[src/design/core_pipe_pkg.sv]
// Pipeline types and constants
package core_pipe_pkg;

    localparam int XLEN       = 64;
    localparam int REG_ADDR_W = 5;

    localparam logic [XLEN-1:0] RESET_PC = 64'h8000_0000;

    typedef enum logic [3:0] {
        ALU_ADD,
        ALU_SUB,
        ALU_SLL,
        ALU_SLT,
        ALU_SLTU,
        ALU_XOR,
        ALU_SRL,
        ALU_SRA,
        ALU_OR,
        ALU_AND,
        ALU_PASS_B // lui, also zero result for ebreak and illegal
    } alu_op_e;

    // decode to execute
    typedef struct packed {
        logic                  valid;
        logic [XLEN-1:0]       pc;
        alu_op_e               alu_op;
        logic [XLEN-1:0]       src1;
        logic [XLEN-1:0]       src2;
        logic [REG_ADDR_W-1:0] rd;
        logic                  reg_wen;
        logic                  ebreak;
        logic                  illegal;
    } dec_pkt_t;

    // execute to result
    typedef struct packed {
        logic                  valid;
        logic [XLEN-1:0]       pc;
        logic [REG_ADDR_W-1:0] rd;
        logic                  reg_wen;
        logic [XLEN-1:0]       result;
        logic                  ebreak;
        logic                  illegal;
    } exe_pkt_t;

    typedef struct packed {
        logic                  valid;
        logic [XLEN-1:0]       pc;
        logic [REG_ADDR_W-1:0] rd;
        logic                  wen;
        logic [XLEN-1:0]       wdata;
        logic                  illegal;
    } commit_t;

endpackage

[src/design/reg_file.sv]
// Integer register file
`timescale 1ns/1ps
module reg_file (
    input  logic                                 clk,
    input  logic                                 rst_n_i,
    input  logic [core_pipe_pkg::REG_ADDR_W-1:0] rs1_addr_i,
    input  logic [core_pipe_pkg::REG_ADDR_W-1:0] rs2_addr_i,
    output logic [core_pipe_pkg::XLEN-1:0]       rs1_data_o,
    output logic [core_pipe_pkg::XLEN-1:0]       rs2_data_o,
    input  logic                                 wr_en_i,
    input  logic [core_pipe_pkg::REG_ADDR_W-1:0] wr_addr_i,
    input  logic [core_pipe_pkg::XLEN-1:0]       wr_data_i
);

    logic [core_pipe_pkg::XLEN-1:0] regs [1:31]; // x0 has no storage

    always_ff @(posedge clk or negedge rst_n_i) begin
        if (!rst_n_i) begin
            for (int i = 1; i < 32; i++) begin
                regs[i] <= '0;
            end
        end else if (wr_en_i && wr_addr_i != '0) begin
            regs[wr_addr_i] <= wr_data_i;
        end
    end

    // no write-through, decode forwarding covers it
    assign rs1_data_o = (rs1_addr_i == '0) ? '0 : regs[rs1_addr_i];
    assign rs2_data_o = (rs2_addr_i == '0) ? '0 : regs[rs2_addr_i];

endmodule

[config.mk]
export PLATFORM = sky130hd
export DESIGN_NAME = reg_file
export DESIGN_NICKNAME = d
export VERILOG_FILES = /design/src/design/core_pipe_pkg.sv /design/src/design/reg_file.sv
export SDC_FILE = /design/constraint.sdc
export NUM_CORES = 2
export LEC_CHECK = 0
export BUFFER_PORTS_ARGS = -buffer_cell sky130_fd_sc_hd__buf_2
export CAP_MARGIN = 20
export CORE_MARGIN = 10
export CORE_UTILIZATION = 55
export CTS_CLUSTER_DIAMETER = 120
export DETAILED_ROUTE_END_ITERATION = 8
export PLACE_DENSITY = 0.73
export SYNTH_ARGS = -nofsm -noshare
export SYNTH_HDL_FRONTEND = slang
export SYNTH_SLANG_ARGS = --single-unit
[constraint.sdc]
create_clock -name clk -period 1.6 [get_ports clk]
set_input_delay 0.08 -clock clk [delete_from_list [all_inputs] [get_ports clk]]
set_output_delay 0.08 -clock clk [all_outputs]
set_load 0.02 [all_outputs]
Word-level counts from Yosys, hierarchy flattened
Cells that the tools add are included.
{"block": "totals", "ff_bits": 1984, "input_bits": 82, "out_inout_bits": 128, "wordCells": 54}
{"block": "op_classes", "n_lt_le_gt_ge": 4, "mux": 11, "bitwise": 3, "reduce_logical": 5}
{"cell": "$bwmux W1984", "n": 1}
{"cell": "$bmux W64 S5", "n": 2}
{"cell": "$mux W64", "n": 7}
{"cell": "$demux W64 S5", "n": 1}
{"cell": "$ge A6 B6 Y1 const B", "n": 3}
{"cell": "$not A5 Y6", "n": 3}
{"cell": "$logic_not A5 Y1", "n": 2}
{"cell": "$lt A6 B1 Y1 const B", "n": 1}
{"cell": "$reduce_bool A5 Y1", "n": 1}
{"cell": "$logic_and A1 B1 Y1", "n": 2}

Longest topological paths before layout
{"block": "depth", "depth_word": 6, "mapped_depth": 10, "depth_no_buf": 5}

Worst setup path before layout
No wires, ideal clock.
{"block": "synth_timing", "kind": "input-to-output", "start": "input rs2_addr_i[1] (netlist bit)", "end": "output rs2_data_o[5] (netlist bit)", "arrival_ns": 1.877, "required_time_ns": 1.520, "path_slack_ns": -0.357, "path_stages": 8, "path_buffers": 4, "path_cell_list": "buf_2 buf_2 buf_2 buf_1 mux4_2 mux2_2 o211ai_1 o21ai_0"}
{"block": "synth_between", "elab_chain_cells": 5, "word_cells_on_any_way": 6, "classes_between": "mux: 4; bitwise: 1; reduce/logical: 1"}
{"item": "start, declared", "line": "reg_file.sv:7", "source": "input logic [core_pipe_pkg::REG_ADDR_W-1:0] rs2_addr_i,"}
{"item": "$not A5 Y6 (not written as such)", "line": "reg_file.sv:29", "source": "assign rs2_data_o = (rs2_addr_i == '0) ? '0 : regs[rs2_addr_i];"}
{"item": "$bmux W64 S5", "line": "reg_file.sv:29"}
{"item": "$mux W64 (not written as such) (2 in a row)", "line": "reg_file.sv:29"}
{"item": "$mux W64 (*)", "line": "reg_file.sv:29"}
{"item": "end, declared", "line": "reg_file.sv:9", "source": "output logic [core_pipe_pkg::XLEN-1:0] rs2_data_o,"}
Every way passes the cells marked *; elsewhere a longest branch is shown, timed or not. The select of a mux whose other input is x is not followed.

Worst setup path in the final report
{"block": "layout_timing", "start": "register regs[1595] (netlist bit)", "end": "output rs1_data_o[59] (netlist bit)"}
{"block": "layout_between", "elab_chain_cells": 4}
{"item": "start, declared", "line": "reg_file.sv:15", "source": "logic [core_pipe_pkg::XLEN-1:0] regs [1:31];"}
{"item": "start signal, assigned by index", "line": "reg_file.sv:23", "source": "regs[wr_addr_i] <= wr_data_i;"}
{"item": "$bmux W64 S5", "line": "reg_file.sv:28", "source": "assign rs1_data_o = (rs1_addr_i == '0) ? '0 : regs[rs1_addr_i];"}
{"item": "$mux W64 (not written as such) (2 in a row)", "line": "reg_file.sv:28"}
{"item": "$mux W64", "line": "reg_file.sv:28"}
{"item": "end, declared", "line": "reg_file.sv:8", "source": "output logic [core_pipe_pkg::XLEN-1:0] rs1_data_o,"}
No other way between the ends. The select of a mux whose other input is x is not followed.

==> summary.log <==
INFO  pwr            ir_drop=0.00110V
INFO  pwr            p_leak=60.4nW
INFO  setup_path     reg2reg_depth=4
INFO  sta            setup_slack=-1.23ns
INFO  min_path       holdCritPathClass=in2reg
INFO  yosys          synth_nets=7,531
INFO  yosys          synth-async-reset-ratio=100%
INFO  sta            rsz0062_at_grt=yes
INFO  clock_tree     worstSkewPairLatency=0.85ns
INFO  yosys          synth_top_family_by_area=multiplexers
INFO  grt            globalRouteOverflowTotal=0
INFO  yosys          synth_top_cell_by_area=dfrtp_1
INFO  min_path       hold_start=wr_addr_i[1]
INFO  clock_tree     number_of_h_tree_levels=4
INFO  setup_path     setup.worst_path.end=rs1_data_o[59]
INFO  layout         biggest_register=regs
INFO  floorplanning  ports_placed_on_the_boundary=210
INFO  floorplanning  starting_utilization_of_the_core_area=55.3%
INFO  yosys          avgSynthCellArea=14.3um^2
INFO  layout         largest_register_ff_count=1,984
INFO  clock_tree     cts.root.buffer_cell=clkbuf_16
INFO  routing        vias_per_cell=6.81
INFO  pwr            combPwrFrac=25.6%
INFO  sta            setup_viol_count_final=128
INFO  routing        first_pass_drt_iterations=5
INFO  placement      postPlaceCellArea=124,000um^2
INFO  setup_path     startpoint=regs[1595]$_DFFE_PN0P_
INFO  layout         nets=8,740
INFO  sta            timing.final.max_slew_violations=0
INFO  setup_path     timing.reg2reg.setup_slack=0.46ns
INFO  layout         finalInstanceArea=134,000um^2
INFO  clock_tree     tritoncts=done
INFO  floorplanning  die_y=460um
INFO  layout         post_layout_nonfiller_instances=11,400
INFO  yosys          yosys.area_share.adder=0%
INFO  grt            global_route_wire_length_before_repair=541,000um
INFO  setup_path     timing.critical_path.from_type=flop
INFO  pwr            power.clock.fraction=32.3%
INFO  placement      buffer_ports.inserted=209
INFO  yosys          synthXorXnorAreaFrac=0%
INFO  floorplanning  die_ar=212,000um^2
INFO  yosys          synth-edff-count=0
INFO  setup_path     worst_r2r_endpoint=regs[772]$_DFFE_PN0P_
INFO  sta            timing_worst_slew_pin_value=0.943ns
INFO  layout         reg.largest.list=regs: 1984 flops
INFO  clock_tree     path_clk_slew=0.06ns
INFO  sta            max_clock_freq=0.353GHz
INFO  run_status     failed_checks=negative setup slack
INFO  routing        remaining_drc_errors=0
INFO  layout         seqCellArea=49,600um^2
INFO  clock_tree     cts_bufs_inserted=210
INFO  grt            largest_net_degree_at_the_start_of_global_routing=107
INFO  pwr            intPower=0.115W
INFO  yosys          synth_ff_type=dfrtp_1
INFO  yosys          synthCells=7,449
INFO  yosys          share_of_the_synthesized_area_in_compound_gates_ao_oa_aoi_oai=4.21%
INFO  yosys          synth_top_cells_by_count=mux2_2, dfrtp_1, mux4_2
INFO  yosys          synth-warning-count=0
INFO  setup_path     timing.rr.start=regs[772]$_DFFE_PN0P_
INFO  layout         multiInputGateArea=55,200um^2
INFO  pwr            p_switching=0.0451W
INFO  pwr            switching_share=28.2%
INFO  placement      place_inst=10,800
INFO  yosys          yosys-mux-area-fraction=43.2%
INFO  setup_path     cp_data_required_time=1.52ns
INFO  floorplanning  placement_rows=161
INFO  setup_path     worstSetupPathType=reg2out
INFO  yosys          synth_top_cells_by_area=dfrtp_1, mux2_2, mux4_2
INFO  pwr            seq_power_share=42.1%
INFO  routing        routedWlPerCell=32.0um
INFO  yosys          synth_largest_type_area_fraction=46.5%
INFO  yosys          post-synth-top-count-cell=mux2_2
INFO  layout         drive_gt1_share=60.3%
INFO  routing        detail_route.iter0.violations=8,252
INFO  routing        totalWireLength=364,000um
INFO  clock_tree     cts_buffer_depth=3
INFO  sta            skew=0ns
INFO  sta            fin_setup_tns=-125.57ns
INFO  yosys          yosys.cell_types.count=44
INFO  grt            grt_util_all_layers=33.9%
INFO  pwr            p_per_area=1190nW/um^2
INFO  yosys          synth-seq-cells=1,984
INFO  floorplanning  die_width=460um
INFO  setup_path     critical_path_arrival=2.75ns
INFO  grt            antenna_found_initial=14
INFO  yosys          ys_seq_area_share=46.5%
INFO  yosys          synth.cell_area=107,000um^2
INFO  setup_path     critical_path_peak_fanout=3
INFO  flow_run       timing.max_cap.violations=0
INFO  sta            min_period=2.83ns
INFO  routing        detailroute.via_count=77,500
INFO  floorplanning  area_of_the_core=193,000um^2
INFO  routing        drtAntennaViolNets=0
INFO  sta            timing_hold_violations_final=0
INFO  grt            grt_pass1_vias=81,100
INFO  placement      place.detailed.hpwl=245,000um
INFO  clock_tree     clock-sinks=1,984
INFO  layout         number_of_fill_cells_in_the_layout=12,500
INFO  yosys          synth-simple-area-share=2.69%
INFO  placement      place_congestion=0.911
INFO  layout         area_growth=25.9%
INFO  sta            slew-limit-headroom=37.0%
INFO  sta            fin_crit_sh=177%
INFO  setup_path     setup_crit_end_kind=output pin
INFO  run_status     run_status=finished, violations left
INFO  sta            fin_worst_hold_slack=0.0516ns
==> worst min path at each step <==
stage                       endpoint  cells past startpoint
2_1_floorplan    regs[0]$_DFFE_PN0P_                      0
3_3_place_gp   regs[397]$_DFFE_PN0P_                      1
3_5_place_dp   regs[397]$_DFFE_PN0P_                      1
4_1_cts        regs[828]$_DFFE_PN0P_                      5
5_1_grt        regs[829]$_DFFE_PN0P_                      5
6_report       regs[828]$_DFFE_PN0P_                      5
==> critical path, cell delays in order (launching register included) <==
cell	delay (ns)
dfrtp_1	0.40
mux4_2	0.47
mux2_4	0.29
a21oi_2	0.13
o211ai_1	0.31
buf_4	0.28
==> final cells by class <==
| cell class | instances | area share [%] |
|---|---|---|
| diodes | 9 | 0.0168 |
| clock inverters | 91 | 0.863 |
| multi-input cells | 4662 | 41.1 |
| repair buffers | 1799 | 14.1 |
| inverters | 1 | 0.00466 |
| clock buffers | 299 | 4.58 |
| well taps | 2526 | 2.35 |
| flip-flops and latches | 1984 | 37.0 |
==> placed cells by master, fill, tap and decap left out, types with 12 or more instances in the layout <==
cell type,count
a31oi_1,46
dlygate4sd3_1,68
nor2b_1,91
clkbuf_8,46
nor2_4,15
bufinv_16,23
a21oi_1,94
nand2_2,12
a21oi_2,24
a221oi_2,25
o221ai_2,13
clkinv_2,48
a22oi_1,73
or3_4,16
o32a_1,18
nand2_1,228
o21ai_2,60
buf_12,383
clkbuf_1,39
mux2_2,2140
o211ai_1,79
nor2_1,79
buf_4,1118
nand2_4,14
nor3_1,75
mux2i_2,16
nor2b_2,20
o21ai_0,36
nor3_2,13
mux2i_1,441
dfrtp_1,1984
buf_2,72
mux2_4,44
nand3_1,17
a221oi_1,95
a31oi_2,14
buf_6,148
mux4_2,748
clkbuf_16,216
==> what timing repair did <==
action / 4_1_cts / 5_1_grt
buffers inserted: 41 / 23
endpoints found under the hold margin: 3968 / 0
gates resized for setup: 357 / 136
pin swaps: 147 / 93
cloned: 0 / 1
hold buffers: 69 / 0
endpoints found under the setup margin: 128 / 130
==> power groups by stage <==
stage / registers [W] / logic [W] / clock network (W)
6_report: 0.0675 / 0.0409 / 0.0517
3_3_place_gp: 0.0669 / 0.0370 / 0
2_1_floorplan: 0.0653 / 0.0249 / 0
4_1_cts: 0.0670 / 0.0402 / 0.0521
3_5_place_dp: 0.0677 / 0.0382 / 0
5_1_grt: 0.0684 / 0.0435 / 0.0542
==> metal layers <==
metal,up-vias,part of all wire [%],track usage [%]
li1,31000,-,-
met1,40900,39,45.5
met2,4428,45,51.5
met3,1125,9.7,8.25
met4,12,5.9,17.5
met5,-,0.023,0
==> logic make-up after synthesis <==
| kind of cell | count (synthesis) |
|---|---|
| and+or+nand+nor | 620 |
| buffers and inverters | 803 |
| muxes | 3391 |
| DFF | 1984 |
| AOI/OAI and AO/OA | 651 |
==> stage by stage <==
stage,power [W],util (%),setup slack (ns)
after floorplan,0.0902,-,-0.106
after global placement,0.104,64.3,-0.671
after detailed placement,0.106,64.3,-0.699
after CTS,0.159,69.2,-1.27
after global routing,0.166,69.6,-1.29
final,0.160,69.6,-1.23
No activity file was read; power rests on OpenSTA's default activity.
