===== src/design/core_pipe_pkg.sv =====
// Pipeline types and constants
package core_pipe_pkg;

    localparam int XLEN       = 64;
    localparam int REG_ADDR_W = 5;

    localparam logic [XLEN-1:0] RESET_PC = 64'h8000_0000;

    typedef enum logic [3:0] {
        ALU_ADD,
        ALU_SUB,
        ALU_SLL,
        ALU_SLT,
        ALU_SLTU,
        ALU_XOR,
        ALU_SRL,
        ALU_SRA,
        ALU_OR,
        ALU_AND,
        ALU_PASS_B // lui, also zero result for ebreak and illegal
    } alu_op_e;

    // decode to execute
    typedef struct packed {
        logic                  valid;
        logic [XLEN-1:0]       pc;
        alu_op_e               alu_op;
        logic [XLEN-1:0]       src1;
        logic [XLEN-1:0]       src2;
        logic [REG_ADDR_W-1:0] rd;
        logic                  reg_wen;
        logic                  ebreak;
        logic                  illegal;
    } dec_pkt_t;

    // execute to result
    typedef struct packed {
        logic                  valid;
        logic [XLEN-1:0]       pc;
        logic [REG_ADDR_W-1:0] rd;
        logic                  reg_wen;
        logic [XLEN-1:0]       result;
        logic                  ebreak;
        logic                  illegal;
    } exe_pkt_t;

    typedef struct packed {
        logic                  valid;
        logic [XLEN-1:0]       pc;
        logic [REG_ADDR_W-1:0] rd;
        logic                  wen;
        logic [XLEN-1:0]       wdata;
        logic                  illegal;
    } commit_t;

endpackage


===== src/design/writeback_result.sv =====
// Result stage
`timescale 1ns/1ps
module writeback_result (
    input  logic                                 clk,
    input  logic                                 rst_n_i,
    input  core_pipe_pkg::exe_pkt_t              exe_i,
    output logic                                 wr_en_o,
    output logic [core_pipe_pkg::REG_ADDR_W-1:0] wr_addr_o,
    output logic [core_pipe_pkg::XLEN-1:0]       wr_data_o,
    output core_pipe_pkg::commit_t               commit_o,
    output logic                                 halt_o
);

    // reg_wen already cleared for rd zero in decode
    assign wr_en_o   = exe_i.valid & exe_i.reg_wen;
    assign wr_addr_o = exe_i.rd;
    assign wr_data_o = exe_i.result;

    always_ff @(posedge clk or negedge rst_n_i) begin
        if (!rst_n_i) begin
            commit_o <= '0;
            halt_o   <= 1'b0;
        end else begin
            commit_o <= '{
                valid:   exe_i.valid,
                pc:      exe_i.pc,
                rd:      exe_i.rd,
                wen:     exe_i.reg_wen,
                wdata:   exe_i.result, // zero for ebreak and illegal
                illegal: exe_i.illegal
            };
            if (exe_i.valid && exe_i.ebreak) begin
                halt_o <= 1'b1; // sticky until reset
            end
        end
    end

endmodule


===== config.mk =====
export PLATFORM = sky130hd
export DESIGN_NAME = writeback_result
export DESIGN_NICKNAME = d
export VERILOG_FILES = /design/src/design/core_pipe_pkg.sv /design/src/design/writeback_result.sv
export SDC_FILE = /design/constraint.sdc
export NUM_CORES = 1
export LEC_CHECK = 0
export BUFFER_PORTS_ARGS = -buffer_cell sky130_fd_sc_hd__buf_4
export CELL_PAD_IN_SITES_DETAIL_PLACEMENT = 0
export CELL_PAD_IN_SITES_GLOBAL_PLACEMENT = 2
export CORE_AREA = 8 8 141 143
export CTS_BUF_LIST = sky130_fd_sc_hd__clkbuf_4 sky130_fd_sc_hd__clkbuf_8 sky130_fd_sc_hd__clkbuf_16
export CTS_CLUSTER_SIZE = 40
export DETAILED_ROUTE_END_ITERATION = 8
export DIE_AREA = 0 0 149 151
export PLACE_DENSITY_LB_ADDON = 0.1
export SETUP_SLACK_MARGIN = 0.3
export SLEW_MARGIN = 20
export SYNTH_ARGS = -nofsm -noshare
export SYNTH_HDL_FRONTEND = slang
export SYNTH_SLANG_ARGS = --single-unit

===== constraint.sdc =====
create_clock -name clk -period 1.3 [get_ports clk]
set_clock_uncertainty 0.15 [all_clocks]
set_input_delay 0.13 -clock clk [delete_from_list [all_inputs] [get_ports clk]]
set_output_delay 0.13 -clock clk [all_outputs]
set_load 0.03 [all_outputs]

-- Word level (Yosys, flattened, before mapping)
Index checks and enable logic that the tools add are counted.
- bitwise operators: 1
- reductions and logical operators: 1
- operators by type and width (cell ; number):
    AND 1 bit ; 1
    logical AND 1 bit ; 1
- register bits after elaboration: 137
- bits of input ports: 139
- output and inout port bits: 207

-- Logic depth before layout (Yosys ltp)
Gate-level depths: netlist of the first run.
- depth in word-level cells: 1
- gate-level depth with buffers: 1
- mapped depth without buffers: 1

-- Least setup slack after synthesis of the first run
Ideal clock, no wire load.
- kind: reg2reg
- start: reg, netlist name halt_o
- end: reg halt_o
- setup time: 0.118 ns
- arrival: 0.652 ns
- required time: 1.032 ns
- slack: 0.380 ns
- cell stages (with the launch flop): 2
- cell sequence: dfrtp_1 a21o_1
- RTL lines (what ; RTL line ; RTL):
    end signal, assigned ; writeback_result.sv:22 ; halt_o <= 1'b0;
    end signal, assigned ; writeback_result.sv:33 ; halt_o <= 1'b1;
    end, declared ; writeback_result.sv:11 ; output logic halt_o

-- Final worst setup path of the first run
- start: reg commit_o[112] in the netlist's numbering
- end: out commit_o[112] in the netlist's numbering
- RTL lines (what ; RTL line ; RTL):
    start, declared ; writeback_result.sv:10 ; output core_pipe_pkg::commit_t commit_o,
    start signal, assigned ; writeback_result.sv:24 ; commit_o <= '{
No word-level cell between the ends.

==> results of run 1 <==
==> per-layer routing <==
metal,track usage,vias to the layer above,share of wire
met5,0,-,0
met4,0.05603,0,0.014
met3,0.05976,16,0.11
met2,0.2351,191,0.55
met1,0.1200,1508,0.32
li1,-,1449,-
==> cell usage in the layout, fill, tap and decap left out <==
cell type                       count
sky130_fd_sc_hd__buf_4            210
sky130_fd_sc_hd__dlygate4sd3_1    138
sky130_fd_sc_hd__buf_6            138
sky130_fd_sc_hd__dfrtp_1          137
sky130_fd_sc_hd__clkbuf_16         17
sky130_fd_sc_hd__clkinv_2           5
sky130_fd_sc_hd__bufinv_16          3
sky130_fd_sc_hd__inv_6              2
sky130_fd_sc_hd__buf_12             2
sky130_fd_sc_hd__and2_1             1
sky130_fd_sc_hd__a21o_1             1
sky130_fd_sc_hd__clkbuf_8           1
sky130_fd_sc_hd__clkinv_4           1
sky130_fd_sc_hd__clkinvlp_4         1
sky130_fd_sc_hd__clkbuf_4           1
==> final cells by class <==
cell class | count | area (um2)
multi-input combinational | 2 | 13.76
tap | 229 | 286.5
clock inverter | 12 | 148.9
fill | 1558 | 8781
clock buffer | 19 | 446.7
timing repair buffer | 488 | 4552
sequential | 137 | 3428
==> flip-flops by register name, indices dropped and copies added, names as in the netlist <==
signal / flops
commit_o: 136
halt_o: 1
==> path summary, 6_finish.rpt <==
check	end	slack, ns	cells past startpoint
max in group asynchronous	commit_o[108]$_DFF_PN0_	0.51	3
max	commit_o[112]	0.08	1
min in group clk	commit_o[68]$_DFF_PN0_	0.21	2
max reg2reg	halt_o$_DFFE_PN0P_	0.50	1
min reg2reg	halt_o$_DFFE_PN0P_	0.33	1
min	commit_o[52]$_DFF_PN0_	-0.02	2
==> synth_stat cells <==
| cell type | instances | share of area |
|---|---|---|
| sky130_fd_sc_hd__a21o_1 | 1 | 0.0019 |
| sky130_fd_sc_hd__and2_1 | 1 | 0.0016 |
| sky130_fd_sc_hd__buf_4 | 69 | 0.13 |
| sky130_fd_sc_hd__dfrtp_1 | 137 | 0.87 |
==> timing repair <==
| item | in CTS | in global routing |
|---|---|---|
| setup endpoints to repair | 137 | 137 |
| resized for setup | 137 | 0 |
| hold endpoints to repair | 274 | 5 |
==> power breakdown <==
part,internal [mW],switching (mW)
registers,4.48,0.0985
logic,1.09,1.10
clock network,3.07,1.74
==> cell families (layout without fill, tap and decap cells) <==
logic type             after synthesis  count (layout)  share of synthesized area
AND/OR/NAND/NOR                      1               1                   0.001581
flip-flops                         137             137                     0.8657
AO/OA/AOI/OAI                        1               1                   0.001896
buffers and inverters               69             519                     0.1308
==> metrics.txt, run 1 <==
status finished with violations; failing checks hold timing; Final ANT Viol Nets 0; number of buffers inserted by post-CTS setup repair 0; count of max-cap constraint violations 0; GP Congestion 0.7011; final critical-path share of the clock period 0.9397; worst slack, placed 0.4638 ns; power density normalized to cell area 1305 nW/um2; Detailed Route Iter0 Violations 56; final cell count without fillers roughly 890; Vias per Instance 3.567; cell-by-cell listing of the critical path buf_6; number of warnings reported in the yosys synthesis log 0; HPWL after DPL 11.38 mm; number of buffers created by CTS 17; clock buffer depth 2; final design instance area without fill 8876 um2; final hold violations 11; number of placement rows 49; DRC errors left 0; sink count of the clock tree 137; overall via count from detail_route 3,164; total core area 17,660 um2; RSZ-0062 raised after global routing yes; leakage power of the design ~4.3 nW; CP peak stage delay around 0.39 ns; Clock Pin Slew Worst Setup and Hold Paths ~0.05 ns; path type of the worst setup path register to primary output; clock tree from TritonCTS yes; number of instances in the synthesized netlist around 210; worst slack on hold paths -0.01807 ns; Critical Path Start Type register; CP startpoint commit_o[112]$_DFF_PN0_; number of cells after detailed placement 718; maximum frequency from static timing analysis between 800 and 900 MHz; Slowest-stage cell, CP sky130_fd_sc_hd__dfrtp_1; aggregate negative setup slack 0 ns; post-detailed-placement cell area between 6000 and 7000 um2; Final Core Density 0.5027; number of global-route vias before repair 3,802; total of endpoints with negative setup slack in the final report 0; average wire per cell in the routed design 16.55 um; maximum fanout count along the critical path 1; maximum resistive drop on vdd 836.1 uV; initial core utilization 0.2243; Final Max Tran Viols 0; count of input and output buffers 345; layout cells sized above 1 0.5790; antenna diode count 0; final worst-path setup slack 0.07840 ns; wire length of the first global-routing pass 21.53 mm; min cycle time layout 1.222 ns; Buf/Inv on CP 1; CP Data Required Time 1.02 ns; portion of the post-synthesis area used by sequential elements 0.8657; level count of the clock H-tree 4; synthesized flop and latch total 137; CTS Root Cell sky130_fd_sc_hd__clkbuf_16; Rel. slew slack 0.8270; Die W 149 um; Hold Crit Class input port to async pin; first-pass iteration count of the detailed router 4; Setup crit end kind primary output; final WL 14.68 mm; overall power 11.59 mW; Die Outline Area 22,500 um2; R2R Path Start halt_o$_DFFE_PN0P_; Top Family by Delay on Critical Path flip-flops; hold-fix buffer count after cts roughly 140; total standard cell area after synthesis 3960 um2; die boundary height about 150 um; largest net degree at the start of global routing between 40 and 50; number of antenna violations at the first check in global routing 0; clock latency at the later pin of the worst-skew pair 0.41 ns; syn_nets 347; slew of the pin with the lowest slew margin around 0.26 ns; data arrival time of the critical path about 0.94 ns; remaining global-route overflow 0; I/O pin total 346; Synth Area per Inst 19.04 um2; Area Growth Syn to Fin 124.1%; number of distinct library cells after synthesis 4; global-route total usage across every layer 0.1282; Final #Nets 785
No activity file was read; power rests on OpenSTA's default activity.
==> run 2: changes to the inputs <==
- SETUP_SLACK_MARGIN: 0.3 -> unset
==> run 2 against run 1 <==
Effect of this change: the run still ends with hold timing left; critical path depth rose by 2; sequential share of layout area rose by 2.3 points; cell area fell by 5.7%; fmax fell by 4.2%; critical path type is now input port to primary output.
==> metrics.txt, run 2 (same netlist as run 1, synthesis figures left out) <==
HPWL after DPL 11.38 mm; clock latency at the later pin of the worst-skew pair 0.41 ns; final WL 14.92 mm; maximum fanout count along the critical path 2; min cycle time layout approximately 1.3 ns; CP Data Required Time slightly above 1 ns; sink count of the clock tree ~140; Final #Nets 786; remaining global-route overflow 0; Final Max Tran Viols 0; largest registers commit_o x136, halt_o x1; number of placement rows 49; final-layout fill cell count 1,572; average wire per cell in the routed design around 17 um; wire length of the first global-routing pass about 22 mm; count of max-cap constraint violations 0; overall via count from detail_route about 3,200; Reg area 3428 um2; total of endpoints with negative setup slack in the final report 0; sequential power share 0.397; cell-by-cell listing of the critical path dlygate4sd3_1 -> buf_4 -> buf_4; switching power of the nets 2.920 mW; final critical-path share of the clock period 0.9810; leakage power of the design 4.168 nW; internal power 8.513 mW; part of the total power dissipated in combinational logic 0.181; Vias per Instance 3.573; Critical Path Start Type input port; max reg flops 136; commonest non-fill, non-tap cells in the layout sky130_fd_sc_hd__buf_4 (347), sky130_fd_sc_hd__dlygate4sd3_1 (139), sky130_fd_sc_hd__dfrtp_1 (137); Die Outline Area 22,500 um2; I/O pin total 346; worst slack on hold paths -0.02324 ns; Clock Pin Slew Worst Setup and Hold Paths 0.06 ns; most common library cell in the layout ignoring fill and taps sky130_fd_sc_hd__buf_4; antenna diode count 0; switching share of total power 0.2554; Final ANT Viol Nets 0; path type of the worst setup path input port to primary output; die boundary height 151 um; CTS Root Cell sky130_fd_sc_hd__clkbuf_16; number of antenna violations at the first check in global routing 0; initial core utilization 0.2243; maximum frequency from static timing analysis approximately 780 MHz; aggregate negative setup slack 0 ns; global-route total usage across every layer 0.1300; post-CTS sizing 0; GP Congestion 0.7011; post-detailed-placement cell area 6385 um2; RSZ-0062 raised after global routing no; clock buffer depth 2; most repeated library cell on the critical path sky130_fd_sc_hd__buf_4; slew of the pin with the lowest slew margin 0.2589 ns; CP peak stage delay ~0.56 ns; top register by number of flip-flops commit_o; data arrival time of the critical path 1.00 ns; Area Growth Syn to Fin 111.4%; failing checks hold timing; status finished with violations; number of buffers created by CTS 17; total core area 17,660 um2; power density normalized to cell area 1366 nW/um2; number of global-route vias before repair 3,803; Slowest-stage cell, CP sky130_fd_sc_hd__dlygate4sd3_1; final design instance area without fill 8372 um2; final hold violations 8; Setup crit end kind primary output; Die W 149 um; layout cells sized above 1 0.5781; maximum resistive drop on vdd between 800 and 900 uV; Detailed Route Iter0 Violations 51; count of input and output buffers 345; clock tree from TritonCTS yes; DRC errors left 0; clock network fraction of design power 0.422; first-pass iteration count of the detailed router 4; Hold Crit Class input port to async pin; level count of the clock H-tree 4; largest net degree at the start of global routing 47; Rel. slew slack 0.8274; footprint of the multi-input gates ~14 um2
run 2: changes by cell type in the layout (fill, tap and decap cells not counted), sizes merged:
cell / change
dlygate4sd3: +1
run 2: power by group through the flow:
stage	clock (mW)	combinational [mW]	sequential [mW]
5_1_grt	5.20	2.19	4.55
3_5_place_dp	0	1.76	4.61
3_3_place_gp	0	1.75	4.61
2_1_floorplan	0	0.402	5.07
4_1_cts	5.01	2.10	4.54
6_report	4.82	2.07	4.54
run 2: final cells by class:
| cell class | count | area share |
|---|---|---|
| Timing Repair Buffer | 489 | 0.4835 |
| Tap cell | 229 | 0.03423 |
| Multi-Input combinational cell | 2 | 0.001644 |
| Clock inverter | 12 | 0.01779 |
| Clock buffer | 19 | 0.05336 |
| Sequential cell | 137 | 0.4095 |
run 2: metrics by stage:
stage	total power, mW	setup slack [ns]	hold slack, ns	utilization	instances
6_report	11.43	0.02470	-0.02324	0.4741	888
2_1_floorplan	5.470	0.3799	-0.3156	-	208
5_1_grt	11.94	0.01494	-0.01029	0.4741	888
3_3_place_gp	6.365	0.4579	-0.1735	0.3616	718
3_5_place_dp	6.369	0.4638	-0.1721	0.3616	718
4_1_cts	11.65	0.02043	-0.05363	0.4736	887
run 2: routing by layer:
layer,up-vias,global-route usage,wire (um)
li1,1454,-,-
met1,1514,0.1235,4854
met2,188,0.2364,8220
met3,17,0.06095,1633
met4,0,0.05603,210
met5,-,0,0
run 2: repair_timing:
action / CTS / global route
buffers inserted: 0 / 0
hold buffers: 138 / 1
endpoints found under the setup margin: 0 / 0
endpoints found under the hold margin: 274 / 3
run 2: critical path, delay by kind of cell:
| kind | cells | cell delay (ns) |
|---|---|---|
| buffers and inverters | 3 | 0.87 |
run 2: path summary, 6_finish.rpt:
| kind | start | to | slack, ns | cells past startpoint |
|---|---|---|---|---|
| min in group clk | exe_i[95] | commit_o[94]$_DFF_PN0_ | 0.21 | 2 |
| worst min-delay path | rst_n_i | commit_o[84]$_DFF_PN0_ | -0.02 | 2 |
| max in group asynchronous | rst_n_i | commit_o[52]$_DFF_PN0_ | 0.18 | 3 |
| worst min register to register | halt_o$_DFFE_PN0P_ | halt_o$_DFFE_PN0P_ | 0.31 | 1 |
| worst max-delay path | exe_i[27] | wr_data_o[25] | 0.02 | 3 |
| worst max register to register | halt_o$_DFFE_PN0P_ | halt_o$_DFFE_PN0P_ | 0.52 | 1 |
==> run 3: changes to the inputs <==
- BUFFER_PORTS_ARGS: -buffer_cell sky130_fd_sc_hd__buf_4 -> -buffer_cell sky130_fd_sc_hd__buf_2
==> run 3 against run 2 <==
Effect of this change: the flow now finishes without violations; register-to-register slack barely moved; largest cell class is now sequential cells; largest power group unchanged; die area stayed put; sequential power barely moved.
==> metrics.txt, run 3 (same netlist as run 1, synthesis figures left out) <==
count of input and output buffers 345; DRC errors left 0; worst reg2reg path depth 1; Area Growth Syn to Fin 89.48%; slew of the pin with the lowest slew margin 0.3208 ns; overall via count from detail_route about 3,100; final worst-path setup slack 0.02869 ns; largest registers commit_o x136, halt_o x1; number of global-route vias before repair between 3,000 and 4,000; initial core utilization 0.2243; leakage power of the design 3.860 nW; path type of the worst setup path input port to primary output; worst slack, placed 0.4604 ns; flop-to-flop setup slack 0.53 ns; CP Data Required Time 1.02 ns; RSZ-0062 raised after global routing no; Clock Pin Slew Worst Setup and Hold Paths 0.06 ns; layout cells sized above 1 0.5797; clock buffer depth 2; Final ANT Viol Nets 0; Final Max Tran Viols 0; Critical Path Start Type input port; Final #Nets between 700 and 800; total core area 17,660 um2; die boundary height 151 um; number of placement rows 49; Detailed Route Iter0 Violations between 60 and 70; data arrival time of the critical path around 0.99 ns; most common library cell in the layout ignoring fill and taps sky130_fd_sc_hd__buf_2; termination of the worst setup path wr_data_o[32]; remaining global-route overflow 0; clock tree from TritonCTS yes; number of buffers created by CTS 17; total of endpoints with negative setup slack in the final report 0; global-route total usage across every layer 0.1306; final cell count without fillers 888; level count of the clock H-tree 4; top register by number of flip-flops commit_o; final hold violations 0; Hold Crit Class input port to async pin; antenna diode count 0; GP Congestion 0.6973; aggregate negative setup slack 0 ns; maximum frequency from static timing analysis around 790 MHz; Final Core Density 0.4250; commonest non-fill, non-tap cells in the layout sky130_fd_sc_hd__buf_2 (343), sky130_fd_sc_hd__dlygate4sd3_1 (138), sky130_fd_sc_hd__dfrtp_1 (137); final-layout fill cell count roughly 1,700; number of cells after detailed placement roughly 700; Vias per Instance 3.544; final WL 14.74 mm; clock latency at the later pin of the worst-skew pair 0.41 ns; wire length of the first global-routing pass 21.82 mm; Die W 149 um; number of antenna violations at the first check in global routing 0; max reg flops 136; final critical-path share of the clock period 0.9779; Crit Reg-Reg Endpoint halt_o$_DFFE_PN0P_; I/O pin total 346; maximum resistive drop on vdd 1111 uV; power density normalized to cell area 1473 nW/um2; largest net degree at the start of global routing 41; sink count of the clock tree 137; CP startpoint exe_i[34]; Setup crit end kind primary output; first-pass iteration count of the detailed router 4; number of buffers inserted by post-CTS setup repair 0; R2R Path Start halt_o$_DFFE_PN0P_; status finished, final reports clean; count of max-cap constraint violations 0; CTS Root Cell sky130_fd_sc_hd__clkbuf_16; Rel. slew slack 0.7861; maximum fanout count along the critical path 2; Die Outline Area ~22,000 um2; HPWL after DPL 11.08 mm; worst slack on hold paths 0.01609 ns; min cycle time layout 1.271 ns; average wire per cell in the routed design 16.60 um
## run 3: cell types whose count changed in the layout (fill, tap and decap cells not counted), sizes merged
cell,before,now
clkinv,6,7
clkinvlp,1,2
dlygate4sd3,139,138
inv,2,0
clkbuf,19,22
buf,350,349
bufinv,3,2
## run 3: worst max-delay path, cell delays in order
cell and delay, ns:
sky130_fd_sc_hd__dlygate4sd3_1 0.55, sky130_fd_sc_hd__buf_2 0.14, sky130_fd_sc_hd__buf_2 0.17
## run 3: area by class of cell
type                    instances  area, um2  area share
flip-flops and latches        137       3428      0.4569
repair buffers                488       3179      0.4237
clock buffers                  21      474.2     0.06320
well taps                     229      286.5     0.03819
clock inverters                11      121.4     0.01617
multi-input cells               2      13.76    0.001834
## run 3: worst min-delay path by stage
| stage | start | to | slack, ns | cells after the start |
|---|---|---|---|---|
| after floorplan | rst_n_i | commit_o[0]$_DFF_PN0_ | -0.32 | 0 |
| after global placement | rst_n_i | commit_o[105]$_DFF_PN0_ | -0.10 | 1 |
| after detailed placement | rst_n_i | commit_o[114]$_DFF_PN0_ | -0.11 | 1 |
| after CTS | rst_n_i | commit_o[114]$_DFF_PN0_ | 0.01 | 2 |
| after global routing | rst_n_i | commit_o[105]$_DFF_PN0_ | 0.03 | 2 |
| final | rst_n_i | commit_o[114]$_DFF_PN0_ | 0.02 | 2 |
## run 3: report_power, final
group | total, mW | internal (mW) | leakage (nW) | switching [mW]
combinational | 1.75 | 0.661 | 1.97 | 1.09
clock | 4.78 | 2.99 | 0.292 | 1.79
sequential | 4.52 | 4.48 | 1.59 | 0.0465
total | 11.1 | 8.13 | 3.86 | 2.92
## run 3: metrics by stage
stage	instance area (um2)	power (mW)
final	7503	11.05
after global routing	7503	11.54
after CTS	7501	11.27
after detailed placement	5524	6.049
after global placement	5524	6.047
after floorplan	3960	5.470
## run 3: repair_timing
action	in CTS	in global routing
setup endpoints to repair	0	1
resized for setup	0	1
hold buffers	138	0
endpoints found under the hold margin	274	0
## run 3: layer usage
metal  vias to the layer above  global-route usage  share of wire  routed length [um]
met5                         -                   0              0                   0
met4                         0             0.04644          0.011                 163
met3                         9             0.07290           0.13                1887
met2                       195              0.2360           0.55                8038
met1                      1496              0.1217           0.32                4652
li1                       1447                   -              -                   -
