===== config.mk =====
export PLATFORM = sky130hd
export DESIGN_NAME = inst_decode
export DESIGN_NICKNAME = d
export VERILOG_FILES = /design/src/design/core_pipe_pkg.sv /design/src/design/rv_isa_pkg.sv /design/src/design/inst_decode.sv
export SDC_FILE = /design/constraint.sdc
export NUM_CORES = 1
export LEC_CHECK = 0
export BUFFER_PORTS_ARGS = -buffer_cell sky130_fd_sc_hd__buf_4
export CAP_MARGIN = 10
export CORE_AREA = 2 2 254 256
export DETAILED_ROUTE_END_ITERATION = 10
export DIE_AREA = 0 0 256 258
export PLACE_DENSITY = 0.51
export SKIP_CTS_REPAIR_TIMING = 1
export SYNTH_ARGS = -nofsm -noshare
export SYNTH_HDL_FRONTEND = slang
export SYNTH_SLANG_ARGS = --single-unit

===== constraint.sdc =====
create_clock -name clk -period 2.2 [get_ports clk]
set_input_delay 0.44 -clock clk [delete_from_list [all_inputs] [get_ports clk]]
set_output_delay 0.44 -clock clk [all_outputs]
set_load 0.1 [all_outputs]

===== src/design/core_pipe_pkg.sv =====
// Pipeline types and constants
package core_pipe_pkg;

    localparam int XLEN       = 64;
    localparam int REG_ADDR_W = 5;

    localparam logic [XLEN-1:0] RESET_PC = 64'h8000_0000;

    typedef enum logic [3:0] {
        ALU_ADD,
        ALU_SUB,
        ALU_SLL,
        ALU_SLT,
        ALU_SLTU,
        ALU_XOR,
        ALU_SRL,
        ALU_SRA,
        ALU_OR,
        ALU_AND,
        ALU_PASS_B // lui, also zero result for ebreak and illegal
    } alu_op_e;

    // decode to execute
    typedef struct packed {
        logic                  valid;
        logic [XLEN-1:0]       pc;
        alu_op_e               alu_op;
        logic [XLEN-1:0]       src1;
        logic [XLEN-1:0]       src2;
        logic [REG_ADDR_W-1:0] rd;
        logic                  reg_wen;
        logic                  ebreak;
        logic                  illegal;
    } dec_pkt_t;

    // execute to result
    typedef struct packed {
        logic                  valid;
        logic [XLEN-1:0]       pc;
        logic [REG_ADDR_W-1:0] rd;
        logic                  reg_wen;
        logic [XLEN-1:0]       result;
        logic                  ebreak;
        logic                  illegal;
    } exe_pkt_t;

    typedef struct packed {
        logic                  valid;
        logic [XLEN-1:0]       pc;
        logic [REG_ADDR_W-1:0] rd;
        logic                  wen;
        logic [XLEN-1:0]       wdata;
        logic                  illegal;
    } commit_t;

endpackage


===== src/design/rv_isa_pkg.sv =====
// RV64I instruction encoding
package rv_isa_pkg;

    // major opcodes
    localparam logic [6:0] OPC_OP     = 7'b0110011;
    localparam logic [6:0] OPC_OP_IMM = 7'b0010011;
    localparam logic [6:0] OPC_LUI    = 7'b0110111;
    localparam logic [6:0] OPC_SYSTEM = 7'b1110011;

    // funct3 for integer ops
    localparam logic [2:0] F3_ADD  = 3'b000;
    localparam logic [2:0] F3_SLL  = 3'b001;
    localparam logic [2:0] F3_SLT  = 3'b010;
    localparam logic [2:0] F3_SLTU = 3'b011;
    localparam logic [2:0] F3_XOR  = 3'b100;
    localparam logic [2:0] F3_SR   = 3'b101; // srl and sra share this
    localparam logic [2:0] F3_OR   = 3'b110;
    localparam logic [2:0] F3_AND  = 3'b111;

    localparam logic [6:0] F7_ALT = 7'b0100000; // sub, sra

    localparam logic [31:0] EBREAK_WORD = 32'h0010_0073;

    typedef struct packed {
        logic [6:0] funct7;
        logic [4:0] rs2;
        logic [4:0] rs1;
        logic [2:0] funct3;
        logic [4:0] rd;
        logic [6:0] opcode;
    } rv_r_fmt_t;

    typedef struct packed {
        logic [11:0] imm12;
        logic [4:0]  rs1;
        logic [2:0]  funct3;
        logic [4:0]  rd;
        logic [6:0]  opcode;
    } rv_i_fmt_t;

    // one word, two field layouts
    typedef union packed {
        rv_r_fmt_t r;
        rv_i_fmt_t i;
    } rv_inst_u;

endpackage

===== src/design/inst_decode.sv =====
// Decode stage
`timescale 1ns/1ps
module inst_decode (
    input  logic                                     clk,
    input  logic                                     rst_n_i,
    input  logic                                     inst_valid_i,
    input  logic [31:0]                              inst_i,
    input  logic                                     halt_i,
    output logic [core_pipe_pkg::REG_ADDR_W-1:0]     rs1_addr_o,
    output logic [core_pipe_pkg::REG_ADDR_W-1:0]     rs2_addr_o,
    input  logic [core_pipe_pkg::XLEN-1:0]           rs1_data_i,
    input  logic [core_pipe_pkg::XLEN-1:0]           rs2_data_i,
    input  core_pipe_pkg::exe_pkt_t                  exe_fwd_i,
    input  core_pipe_pkg::exe_pkt_t                  res_fwd_i,
    output core_pipe_pkg::dec_pkt_t                  dec_o
);

    rv_isa_pkg::rv_inst_u                inst;
    logic [core_pipe_pkg::XLEN-1:0]      pc_q;
    logic [core_pipe_pkg::XLEN-1:0]      imm_i;
    logic [core_pipe_pkg::XLEN-1:0]      imm_u;
    logic [core_pipe_pkg::XLEN-1:0]      imm;
    logic [core_pipe_pkg::XLEN-1:0]      rs1_val;
    logic [core_pipe_pkg::XLEN-1:0]      rs2_val;
    core_pipe_pkg::alu_op_e              alu_op;
    logic                                use_imm;
    logic                                reg_wen;
    logic                                is_ebreak;
    logic                                illegal;
    logic                                accept;

    function automatic core_pipe_pkg::alu_op_e f3_to_op(input logic [2:0] funct3,
                                                        input logic alt);
        core_pipe_pkg::alu_op_e op;
        op = core_pipe_pkg::ALU_ADD;
        case (funct3)
            rv_isa_pkg::F3_ADD:  op = alt ? core_pipe_pkg::ALU_SUB : core_pipe_pkg::ALU_ADD;
            rv_isa_pkg::F3_SLL:  op = core_pipe_pkg::ALU_SLL;
            rv_isa_pkg::F3_SLT:  op = core_pipe_pkg::ALU_SLT;
            rv_isa_pkg::F3_SLTU: op = core_pipe_pkg::ALU_SLTU;
            rv_isa_pkg::F3_XOR:  op = core_pipe_pkg::ALU_XOR;
            rv_isa_pkg::F3_SR:   op = alt ? core_pipe_pkg::ALU_SRA : core_pipe_pkg::ALU_SRL;
            rv_isa_pkg::F3_OR:   op = core_pipe_pkg::ALU_OR;
            rv_isa_pkg::F3_AND:  op = core_pipe_pkg::ALU_AND;
        endcase
        return op;
    endfunction

    // youngest producer wins, register file last
    function automatic logic [core_pipe_pkg::XLEN-1:0] fwd_sel(
        input logic [core_pipe_pkg::REG_ADDR_W-1:0] addr,
        input logic [core_pipe_pkg::XLEN-1:0]       rf_data,
        input core_pipe_pkg::exe_pkt_t              exe_p,
        input core_pipe_pkg::exe_pkt_t              res_p
    );
        if (exe_p.valid && exe_p.reg_wen && exe_p.rd != '0 && exe_p.rd == addr)
            return exe_p.result;
        else if (res_p.valid && res_p.reg_wen && res_p.rd != '0 && res_p.rd == addr)
            return res_p.result;
        else
            return rf_data;
    endfunction

    assign inst       = inst_i;
    assign accept     = inst_valid_i & ~halt_i; // no new work after halt
    assign rs1_addr_o = inst.r.rs1;
    assign rs2_addr_o = inst.r.rs2;

    assign imm_i = {{52{inst.i.imm12[11]}}, inst.i.imm12};
    assign imm_u = {{32{inst.i.imm12[11]}}, inst.i.imm12, inst.i.rs1, inst.i.funct3, 12'b0};

    assign rs1_val = fwd_sel(inst.r.rs1, rs1_data_i, exe_fwd_i, res_fwd_i);
    assign rs2_val = fwd_sel(inst.r.rs2, rs2_data_i, exe_fwd_i, res_fwd_i);

    always_comb begin
        alu_op    = core_pipe_pkg::ALU_PASS_B;
        imm       = '0; // pass-b of zero for ebreak and illegal
        use_imm   = 1'b1;
        reg_wen   = 1'b0;
        is_ebreak = 1'b0;
        illegal   = 1'b0;
        case (inst.r.opcode)
            rv_isa_pkg::OPC_OP: begin
                if (inst.r.funct7 == 7'b0 || inst.r.funct7 == rv_isa_pkg::F7_ALT) begin
                    alu_op  = f3_to_op(inst.r.funct3, inst.r.funct7 == rv_isa_pkg::F7_ALT);
                    use_imm = 1'b0;
                    reg_wen = 1'b1;
                end else begin
                    illegal = 1'b1;
                end
            end
            rv_isa_pkg::OPC_OP_IMM: begin
                // bit 30 picks srai, no subi exists
                alu_op  = f3_to_op(inst.i.funct3,
                                   inst.i.funct3 == rv_isa_pkg::F3_SR && inst.i.imm12[10]);
                imm     = imm_i;
                reg_wen = 1'b1;
            end
            rv_isa_pkg::OPC_LUI: begin
                imm     = imm_u;
                reg_wen = 1'b1;
            end
            rv_isa_pkg::OPC_SYSTEM: begin
                if (inst_i == rv_isa_pkg::EBREAK_WORD) is_ebreak = 1'b1;
                else                                   illegal   = 1'b1;
            end
            default: illegal = 1'b1;
        endcase
    end

    always_ff @(posedge clk or negedge rst_n_i) begin
        if (!rst_n_i) begin
            pc_q  <= core_pipe_pkg::RESET_PC;
            dec_o <= '0;
        end else begin
            if (accept) pc_q <= pc_q + 64'd4;
            dec_o.valid   <= accept;
            dec_o.pc      <= pc_q;
            dec_o.alu_op  <= alu_op;
            dec_o.src1    <= rs1_val;
            dec_o.src2    <= use_imm ? imm : rs2_val;
            dec_o.rd      <= inst.r.rd;
            dec_o.reg_wen <= reg_wen & (inst.r.rd != '0); // x0 never written
            dec_o.ebreak  <= is_ebreak;
            dec_o.illegal <= illegal;
        end
    end

endmodule


Word level (Yosys, flattened, before mapping):

Cells that the tools add are included.

* register bits after elaboration: 269
* input bits: 438
* logic and storage cells: 69

* add/subtract/negate cells: 1
* eq/ne operators: 17
* mux-type cells: 22
* bitwise gates (word level): 3
* reductions and logical operators: 16

Operators with widths (count)
* two-way mux 64 bit: 5
* case mux 64 bit (2 select lines): 1
* adder 64 x 3 -> 64 bit, second input constant: 1
* case mux 4 bit (8 select lines): 2
* equality test 32 x 21 -> 1 bit, second input constant: 1
* equality test 7 x 6 -> 1 bit, second input constant: 3
* equality test 5 bit: 4
* nonzero test 5 bit: 3
* equality test 3 bit, second input constant: 4
* two-way mux 1 bit: 10
* logical AND 1 bit: 9
* case mux 4 bit (2 select lines): 1
* equality test 7 x 5 -> 1 bit, second input constant: 1
* equality test 7 bit, second input constant: 1
* logical NOT 7 bit: 1
* equality test 3 x 2 -> 1 bit, second input constant: 2
* two-way mux 4 bit: 1
* equality test 3 x 1 -> 1 bit, second input constant: 1
* logical NOT 3 bit: 1
* case mux 1 bit (3 select lines): 1
* AND 1 bit: 2
* case mux 1 bit (2 select lines): 1
* OR reduction 2 bit: 1
* logical OR 1 bit: 1
* inverter 1 bit: 1

Depth between registers and ports, before layout:

Gate-level depths: netlist of run 1.

* depth in word-level cells: 6
* depth in mapped cells: 8

Worst setup path before layout of run 1:

Ideal clock, no wire load.

* kind: register -> register
* from: register pc_q[10] (netlist name)
* to: register pc_q[57] (netlist name)
* library setup time: 0.079 ns
* arrival: 2.145 ns
* required time: 2.121 ns
* setup slack: -0.025 ns
* cell stages (with the launch flop): 8
* buffers on the path: 2
* clock period less this slack: 2.225 ns
* cells stage by stage: dfrtp_1 > nand3_2 > or4_4 > buf_6 > or4_4 > buf_6 > nor3_4 > xor2_1

* cells in the longest elaborated chain, start to end: 1

Ends and longest elaborated chain
* start: declaration: line inst_decode.sv:19 `logic [core_pipe_pkg::XLEN-1:0] pc_q;`
* start signal: assignment: line inst_decode.sv:113 `pc_q <= core_pipe_pkg::RESET_PC;`
* start signal: assignment: line inst_decode.sv:116 `if (accept) pc_q <= pc_q + 64'd4;`
* adder 64 x 3 -> 64 bit: line inst_decode.sv:116

No other way between the ends.
A chain may end at the register's enable or synchronous reset.

Final worst setup path of run 1:

* from: register pc_q[11] (netlist name)
* to: register pc_q[58] (netlist name)

Same word-level chain as after synthesis.

==> summary.md, run 1 <==
| Metric | Value |
|---|---|
| Status | `complete, no violations` |
| Final hold violation count | `0` |
| Clock latency on the worst-skew pair | `around 0.54 ns` |
| Syn Inst Count | `about 1,100` |
| Met2 wire len | `around 27,000 µm` |
| HP Class | `primary input to flop` |
| Clock Skew | `between 0.01 and 0.015 ns` |
| Max Fclk | `463 MHz` |
| Fillers | `roughly 6,600` |
| Finished Layout Cells | `~2,600` |
| Post-synthesis average cell area | `roughly 11 µm²` |
| P_leak | `8.82 nW` |
| IO Count | `approximately 650` |
| Max Cap Viol | `0` |
| Via-per-instance ratio | `about 4.4` |
| Fin Hold WS | `approximately 0.16 ns` |
| Detailed-route wire length | `57,100 µm` |
| Worst-Margin Slew | `0.933 ns` |
| Num CTS Buffers | `35` |
| GP Congestion | `roughly 0.92` |
| Post-Route M1 WL | `roughly 23,000 µm` |
| Vias in the first global route | `12,172` |
| Root Driver | `clkbuf_16` |
| Post-synth EDFFs | `0` |
| Ys Warns | `0` |
| Pre-CTS setup slack | `-0.281 ns` |
| DRT antenna net count | `0` |
| CTS tree | `built` |
| Inst Count DP | `approximately 2,500` |
| Vias | `roughly 11,000` |
| Nets | `between 2,000 and 2,500` |
| Crit path capture type | `flop` |
| Mapped Area | `about 12,000 µm²` |
| Crit start category | `flop` |
| Sequential Area | `around 6600 µm²` |
| Routed wire per std cell | `21.9 µm` |
| Kind of critical path | `flop to flop` |
| Detailed route wirelength on metal3 | `5030 µm` |
| Post-synth top flop | `dfrtp_1` |
| Area occupied by multi-input gates | `around 4900 µm²` |
| Initial antenna violation count | `6` |
| Share of synthesized registers carrying an async set or reset | `100%` |
| DRT Pass-1 Iters | `5` |
| Most frequent cells in the layout | `buf_4 (633), dfrtp_1 (264), o21ai_0 (112)` |
| CP required | `~2.7 ns` |
| H-tree levels | `2` |
| Port bufs | `518` |
| Clk buf depth | `3` |
| WP data arrival | `roughly 2.6 ns` |
| FP Rows | `93` |
| Initial Utilization | `between 10% and 20%` |
| Headroom to the max-slew limit | `a little under two fifths` |
| First-pass GRT wire length | `slightly above 80,000 µm` |
| PwrDens | `approximately 710 nW/µm²` |
| VDD IR max | `between 0.5 and 0.6 mV` |
| Most common cell after layout, fill and taps aside | `buf_4` |
| Setup Viol. Count Final | `0` |
| Die height | `between 200 and 300 µm` |
| Detailed-placement wirelength estimate | `between 40,000 and 50,000 µm` |
| Synthesis-stage register bit count | `approximately 270` |
| Layout cells sized above 1 | `between 40% and 50%` |
| Period utilization | `98.2%` |
| Core Box Area | `between 60,000 and 70,000 µm²` |
| Die ar. | `about 66,000 µm²` |
| CTS clk-pin slew, worst paths | `roughly 0.060 ns` |
| P&R area growth vs syn | `60.5%` |
| CP max FO | `7` |
| GRT overflow | `0` |
| Pin count of the biggest net entering global routing | `75` |
| Setup ws final | `around 0.04 ns` |
| Die X | `between 200 and 300 µm` |
| Yosys cell types | `between 50 and 60` |
| Drt initial violations | `699` |
| Top Layer Used | `met5` |
| RSZ-0062 raised after global routing | `true` |
| Slew Limit Fails | `0` |
| Sequential share of the synthesized area | `55.8%` |
| Post-route minimum period | `between 2 and 2.5 ns` |
| Total Routing Usage GR | `approximately 17%` |
| Residual DRC | `0` |
| Clock tree sinks | `roughly 270` |
## final timing paths
kind                            cells after the start              endpoint                  from  slack, ns
max in group asynchronous                           3   dec_o[71]$_DFF_PN0_               rst_n_i       0.97
min in group asynchronous                           2  dec_o[158]$_DFF_PN0_               rst_n_i       0.50
worst min-delay path                                3  dec_o[113]$_DFF_PN0_         exe_fwd_i[43]       0.16
worst max-delay path                                5  pc_q[58]$_DFFE_PN0P_  pc_q[11]$_DFFE_PN0P_       0.04
worst min register to register                      0  dec_o[203]$_DFF_PN0_  pc_q[63]$_DFFE_PN0P_       0.41
worst max register to register                      5  pc_q[58]$_DFFE_PN0P_  pc_q[11]$_DFFE_PN0P_       0.04
## routing by layer
metal | global-route usage, % | vias to the layer above
li1 | - | 5201
met1 | 20.6 | 5587
met2 | 28.4 | 536
met3 | 5.56 | 86
met4 | 4.56 | 6
met5 | 0 | -
## per-stage QoR
stage	util, %	TNS [ns]	instance area (µm²)	power, mW
3_3_place_gp	28.0	-8.71	17800	7.96
2_1_floorplan	-	-0.00641	11900	6.75
6_report	30.0	0	19100	13.6
4_1_cts	29.8	0	19000	13.9
5_1_grt	30.0	-0.0335	19100	14.2
3_5_place_dp	28.0	-11.25	17800	7.98
## final cells by class
type,instances,share of cell area [%]
Antenna cell,2,0.0262
Clock buffer,44,5.09
Clock inverter,16,0.886
Tap cell,855,5.61
Multi-Input combinational cell,750,25.5
Inverter,4,0.0787
Timing Repair Buffer,666,28.0
Sequential cell,265,34.8
## registers in the layout, indices dropped and copies added, names as in the netlist
name and count:
pc_q 62, dec_o 203
## cells by family after synthesis
kind of cell / Yosys count / synth area share, %
adder cells (fa/ha/maj): 1 / 0.105
XOR/XNOR: 81 / 5.97
other: 1 / 0.0316
multiplexers: 66 / 5.57
AND/OR/NAND/NOR: 267 / 11.8
buffers and inverters: 97 / 3.84
flip-flops: 265 / 55.8
AO/OA/AOI/OAI: 333 / 16.8
## critical path: stages (launching register included)
cell     delay [ns]
dfrtp_1        0.37
nand3_2        0.09
or4_4          0.61
or3_2          0.57
nor4_4         0.25
xor2_1         0.18
## power by group
part / internal, mW / leakage [nW] / switching (mW) / total, mW
logic: 0.848 / 4.79 / 1.85 / 2.70
clock network: 3.39 / 0.552 / 2.34 / 5.73
registers: 5.07 / 3.48 / 0.128 / 5.20
total: 9.30 / 8.82 / 4.32 / 13.6
## cell usage after synthesis, types with 2 or more instances
master / number / area (µm²)
dfrtp_1: 264 / 6610
o21ai_0: 112 / 561
nor2_1: 87 / 327
a21oi_1: 83 / 415
clkbuf_1: 67 / 251
mux2i_1: 65 / 651
xnor2_1: 60 / 526
a211oi_1: 59 / 443
a21boi_0: 49 / 368
nand2_1: 38 / 143
nand3_1: 33 / 165
nand4_1: 26 / 163
xor2_1: 21 / 184
o22ai_1: 20 / 125
and2_1: 14 / 87.6
and3_1: 14 / 87.6
buf_4: 12 / 90.1
nor3_1: 11 / 55.1
a221oi_1: 8 / 70.1
buf_1: 8 / 30.0
nor4_1: 6 / 37.5
and4_1: 4 / 35.0
inv_1: 4 / 15.0
nor4b_1: 4 / 35.0
or2_2: 4 / 25.0
buf_2: 3 / 15.0
nor2b_1: 3 / 18.8
or4_1: 3 / 22.5
and4_2: 2 / 20.0
buf_6: 2 / 22.5
nand2b_1: 2 / 12.5
nor4_4: 2 / 42.5
or4_4: 2 / 22.5
Power figures use the tool's default switching activity.
==> run 2, diff against run 1 <==
==> constraint.sdc (replaced) <==
create_clock -name clk -period 2.2 [get_ports clk]
set_input_delay 0.11 -clock clk [delete_from_list [all_inputs] [get_ports clk]]
set_output_delay 0.11 -clock clk [all_outputs]
set_load 0.02 [all_outputs]
==> run 2 against run 1 <==
Against the previous run:
- the flow now finishes with violations (negative hold slack)
- total power is 2.4% lower
- final cell count is 6.0% higher
- register-to-register slack better by 0.06 ns
- critical path depth is 4 higher
- core utilization is 2.6 points higher
- die area stayed put
- largest cell class is now non-clock buffers
- design area is 8.8% higher
==> summary.md, run 2 (synthesis results as in run 1) <==
| Metric | Value |
|---|---|
| Pin count of the biggest net entering global routing | `64` |
| Vias | `roughly 12,000` |
| CP Launch Point | `exe_fwd_i[68]` |
| Vias in the first global route | `roughly 12,000` |
| Initial Utilization | `18.7%` |
| Port bufs | `between 500 and 600` |
| Kind of critical path | `primary input to flop` |
| Max Cap Viol | `0` |
| Layout cells sized above 1 | `36.6%` |
| CP required | `approximately 2.7 ns` |
| Initial antenna violation count | `6` |
| CTS clk-pin slew, worst paths | `roughly 0.060 ns` |
| Crit Reg-Reg Endpoint | `pc_q[54]$_DFFE_PN0P_` |
| GP Congestion | `approximately 0.9` |
| Die ar. | `around 66,000 µm²` |
| Most common cell after layout, fill and taps aside | `buf_4` |
| GRT overflow | `0` |
| Worst reg2reg path depth | `5` |
| HP Start | `rs2_data_i[10]` |
| Detailed-placement wirelength estimate | `between 40,000 and 50,000 µm` |
| Highest cell delay on the worst timing path | `roughly 0.6 ns` |
| Fillers | `about 6,500` |
| Largest registers | `dec_o x203, pc_q x62` |
| Die X | `between 200 and 300 µm` |
| Setup crit end | `dec_o[112]$_DFF_PN0_` |
| Routed wire per std cell | `~21 µm` |
| Max Fclk | `between 400 and 500 MHz` |
| Failing checks | `negative hold slack` |
| Crit start category | `primary input` |
| Drt initial violations | `approximately 700` |
| Pre-CTS setup slack | `about 0.047 ns` |
| PwrDens | `641 nW/µm²` |
| Total Routing Usage GR | `16.5%` |
| CP max FO | `slightly above 40` |
| Headroom to the max-slew limit | `between 40% and 50%` |
| Setup ws final | `0.0656 ns` |
| Via-per-instance ratio | `roughly 4.4` |
| DRT Pass-1 Iters | `5` |
| CTS tree | `built` |
| Residual DRC | `0` |
| Clock tree sinks | `around 270` |
| Crit path capture type | `flop` |
| Worst-Margin Slew | `~0.8 ns` |
| Fin Hold WS | `-0.0352 ns` |
| Most frequent cells in the layout | `buf_4 (583), dfrtp_1 (264), dlygate4sd3_1 (215)` |
| P_leak | `approximately 9.5 nW` |
| Top cell by count, worst path | `buf_12` |
| FP Rows | `93` |
| Root Driver | `clkbuf_16` |
| Core Box Area | `~64,000 µm²` |
| Final hold violation count | `9` |
| Clock latency on the worst-skew pair | `approximately 0.54 ns` |
| Finished Cell Area | `about 21,000 µm²` |
| Clock Skew | `0.00941 ns` |
| CP Cell Sequence | `buf_4 > or4_1 > o211ai_1 > or4_4 > buf_12 > buf_12 > nor2_1 > a21oi_1 > dlygate4sd3_1` |
| Detailed-route wire length | `58,500 µm` |
| Reg2reg setup slack | `0.10 ns` |
| VDD IR max | `just over 0.4 mV` |
| HP Class | `primary input to flop` |
| Setup Viol. Count Final | `0` |
| Status | `complete, but fails checks` |
| Largest register FFs | `just over 200` |
| P&R area growth vs syn | `74.6%` |
| Reg2reg start | `pc_q[12]$_DFFE_PN0P_` |
| Clk buf depth | `3` |
| Die height | `around 260 µm` |
| DP Area | `around 17,000 µm²` |
| Post-route minimum period | `roughly 2.1 ns` |
| Nets | `around 2,300` |
| IO Count | `approximately 650` |
| Num CTS Buffers | `35` |
| Slowest cell on crit path | `dlygate4sd3_1` |
| DRT antenna net count | `0` |
| H-tree levels | `2` |
| First-pass GRT wire length | `a little over 80,000 µm` |
| Slew Limit Fails | `0` |
| Top reg by flops | `dec_o` |
| Period utilization | `approximately 97%` |
| WP data arrival | `about 2.6 ns` |
==> run 2: cell types whose count changed in the layout (fill, tap and decap cells not counted), moves of 2 or more <==
| cell | delta |
|---|---|
| buf_12 | -6 |
| clkbuf_1 | -2 |
| buf_4 | -50 |
| clkinvlp_4 | -2 |
| dlygate4sd3_1 | +209 |
| inv_6 | +7 |
| bufinv_16 | +2 |
| clkbuf_8 | +3 |
==> run 2: routing by layer <==
metal	global-route usage, %	up-vias	share of wire, %
met5	0	-	0.072
met4	4.68	6	2.6
met3	5.58	95	8.6
met2	27.5	549	48
met1	20.3	5956	40
li1	-	5505	-
==> run 2: worst max-delay path: cells and delay by family <==
| kind | cells | cell delay [ns] |
|---|---|---|
| simple gates | 3 | 0.80 |
| buf+inv | 4 | 1.15 |
| compound gates | 2 | 0.45 |
==> run 2: power breakdown <==
| part | internal (mW) | switching (mW) | leakage (nW) |
|---|---|---|---|
| Sequential | 5.07 | 0.136 | 3.48 |
| Combinational | 1.04 | 0.950 | 5.40 |
| Clock | 3.68 | 2.42 | 0.601 |
| Total | 9.78 | 3.51 | 9.48 |
==> run 2: worst min path at each step <==
stage / end / slack, ns / cells after the start
3_3_place_gp: dec_o[104]$_DFF_PN0_ / 0.05 / 1
3_5_place_dp: dec_o[104]$_DFF_PN0_ / 0.05 / 1
2_1_floorplan: dec_o[0]$_DFF_PN0_ / -0.19 / 0
6_report: dec_o[18]$_DFF_PN0_ / -0.04 / 3
4_1_cts: dec_o[158]$_DFF_PN0_ / -0.56 / 1
5_1_grt: dec_o[9]$_DFF_PN0_ / 0.004 / 3
==> run 2: layout make-up <==
class	count	area (µm²)	share of cell area [%]
sequential	265	6630	32.0
antenna	2	5.00	0.0241
clock buffer	44	980	4.72
inverter	4	15.0	0.0724
timing repair buffer	819	6940	33.4
multi-input combinational	750	4870	23.5
clock inverter	20	243	1.17
tap	855	1070	5.16
==> run 2: stage by stage <==
| stage | power, mW | instances | util, % | setup TNS, ns |
|---|---|---|---|---|
| floorplan | 5.82 | 1112 | - | -0.00641 |
| global placement | 6.95 | 2478 | 27.3 | 0 |
| detailed placement | 6.96 | 2478 | 27.3 | 0 |
| CTS | 13.2 | 2542 | 29.2 | 0 |
| global route | 13.8 | 2758 | 32.6 | -0.0406 |
| finish | 13.3 | 2759 | 32.6 | 0 |
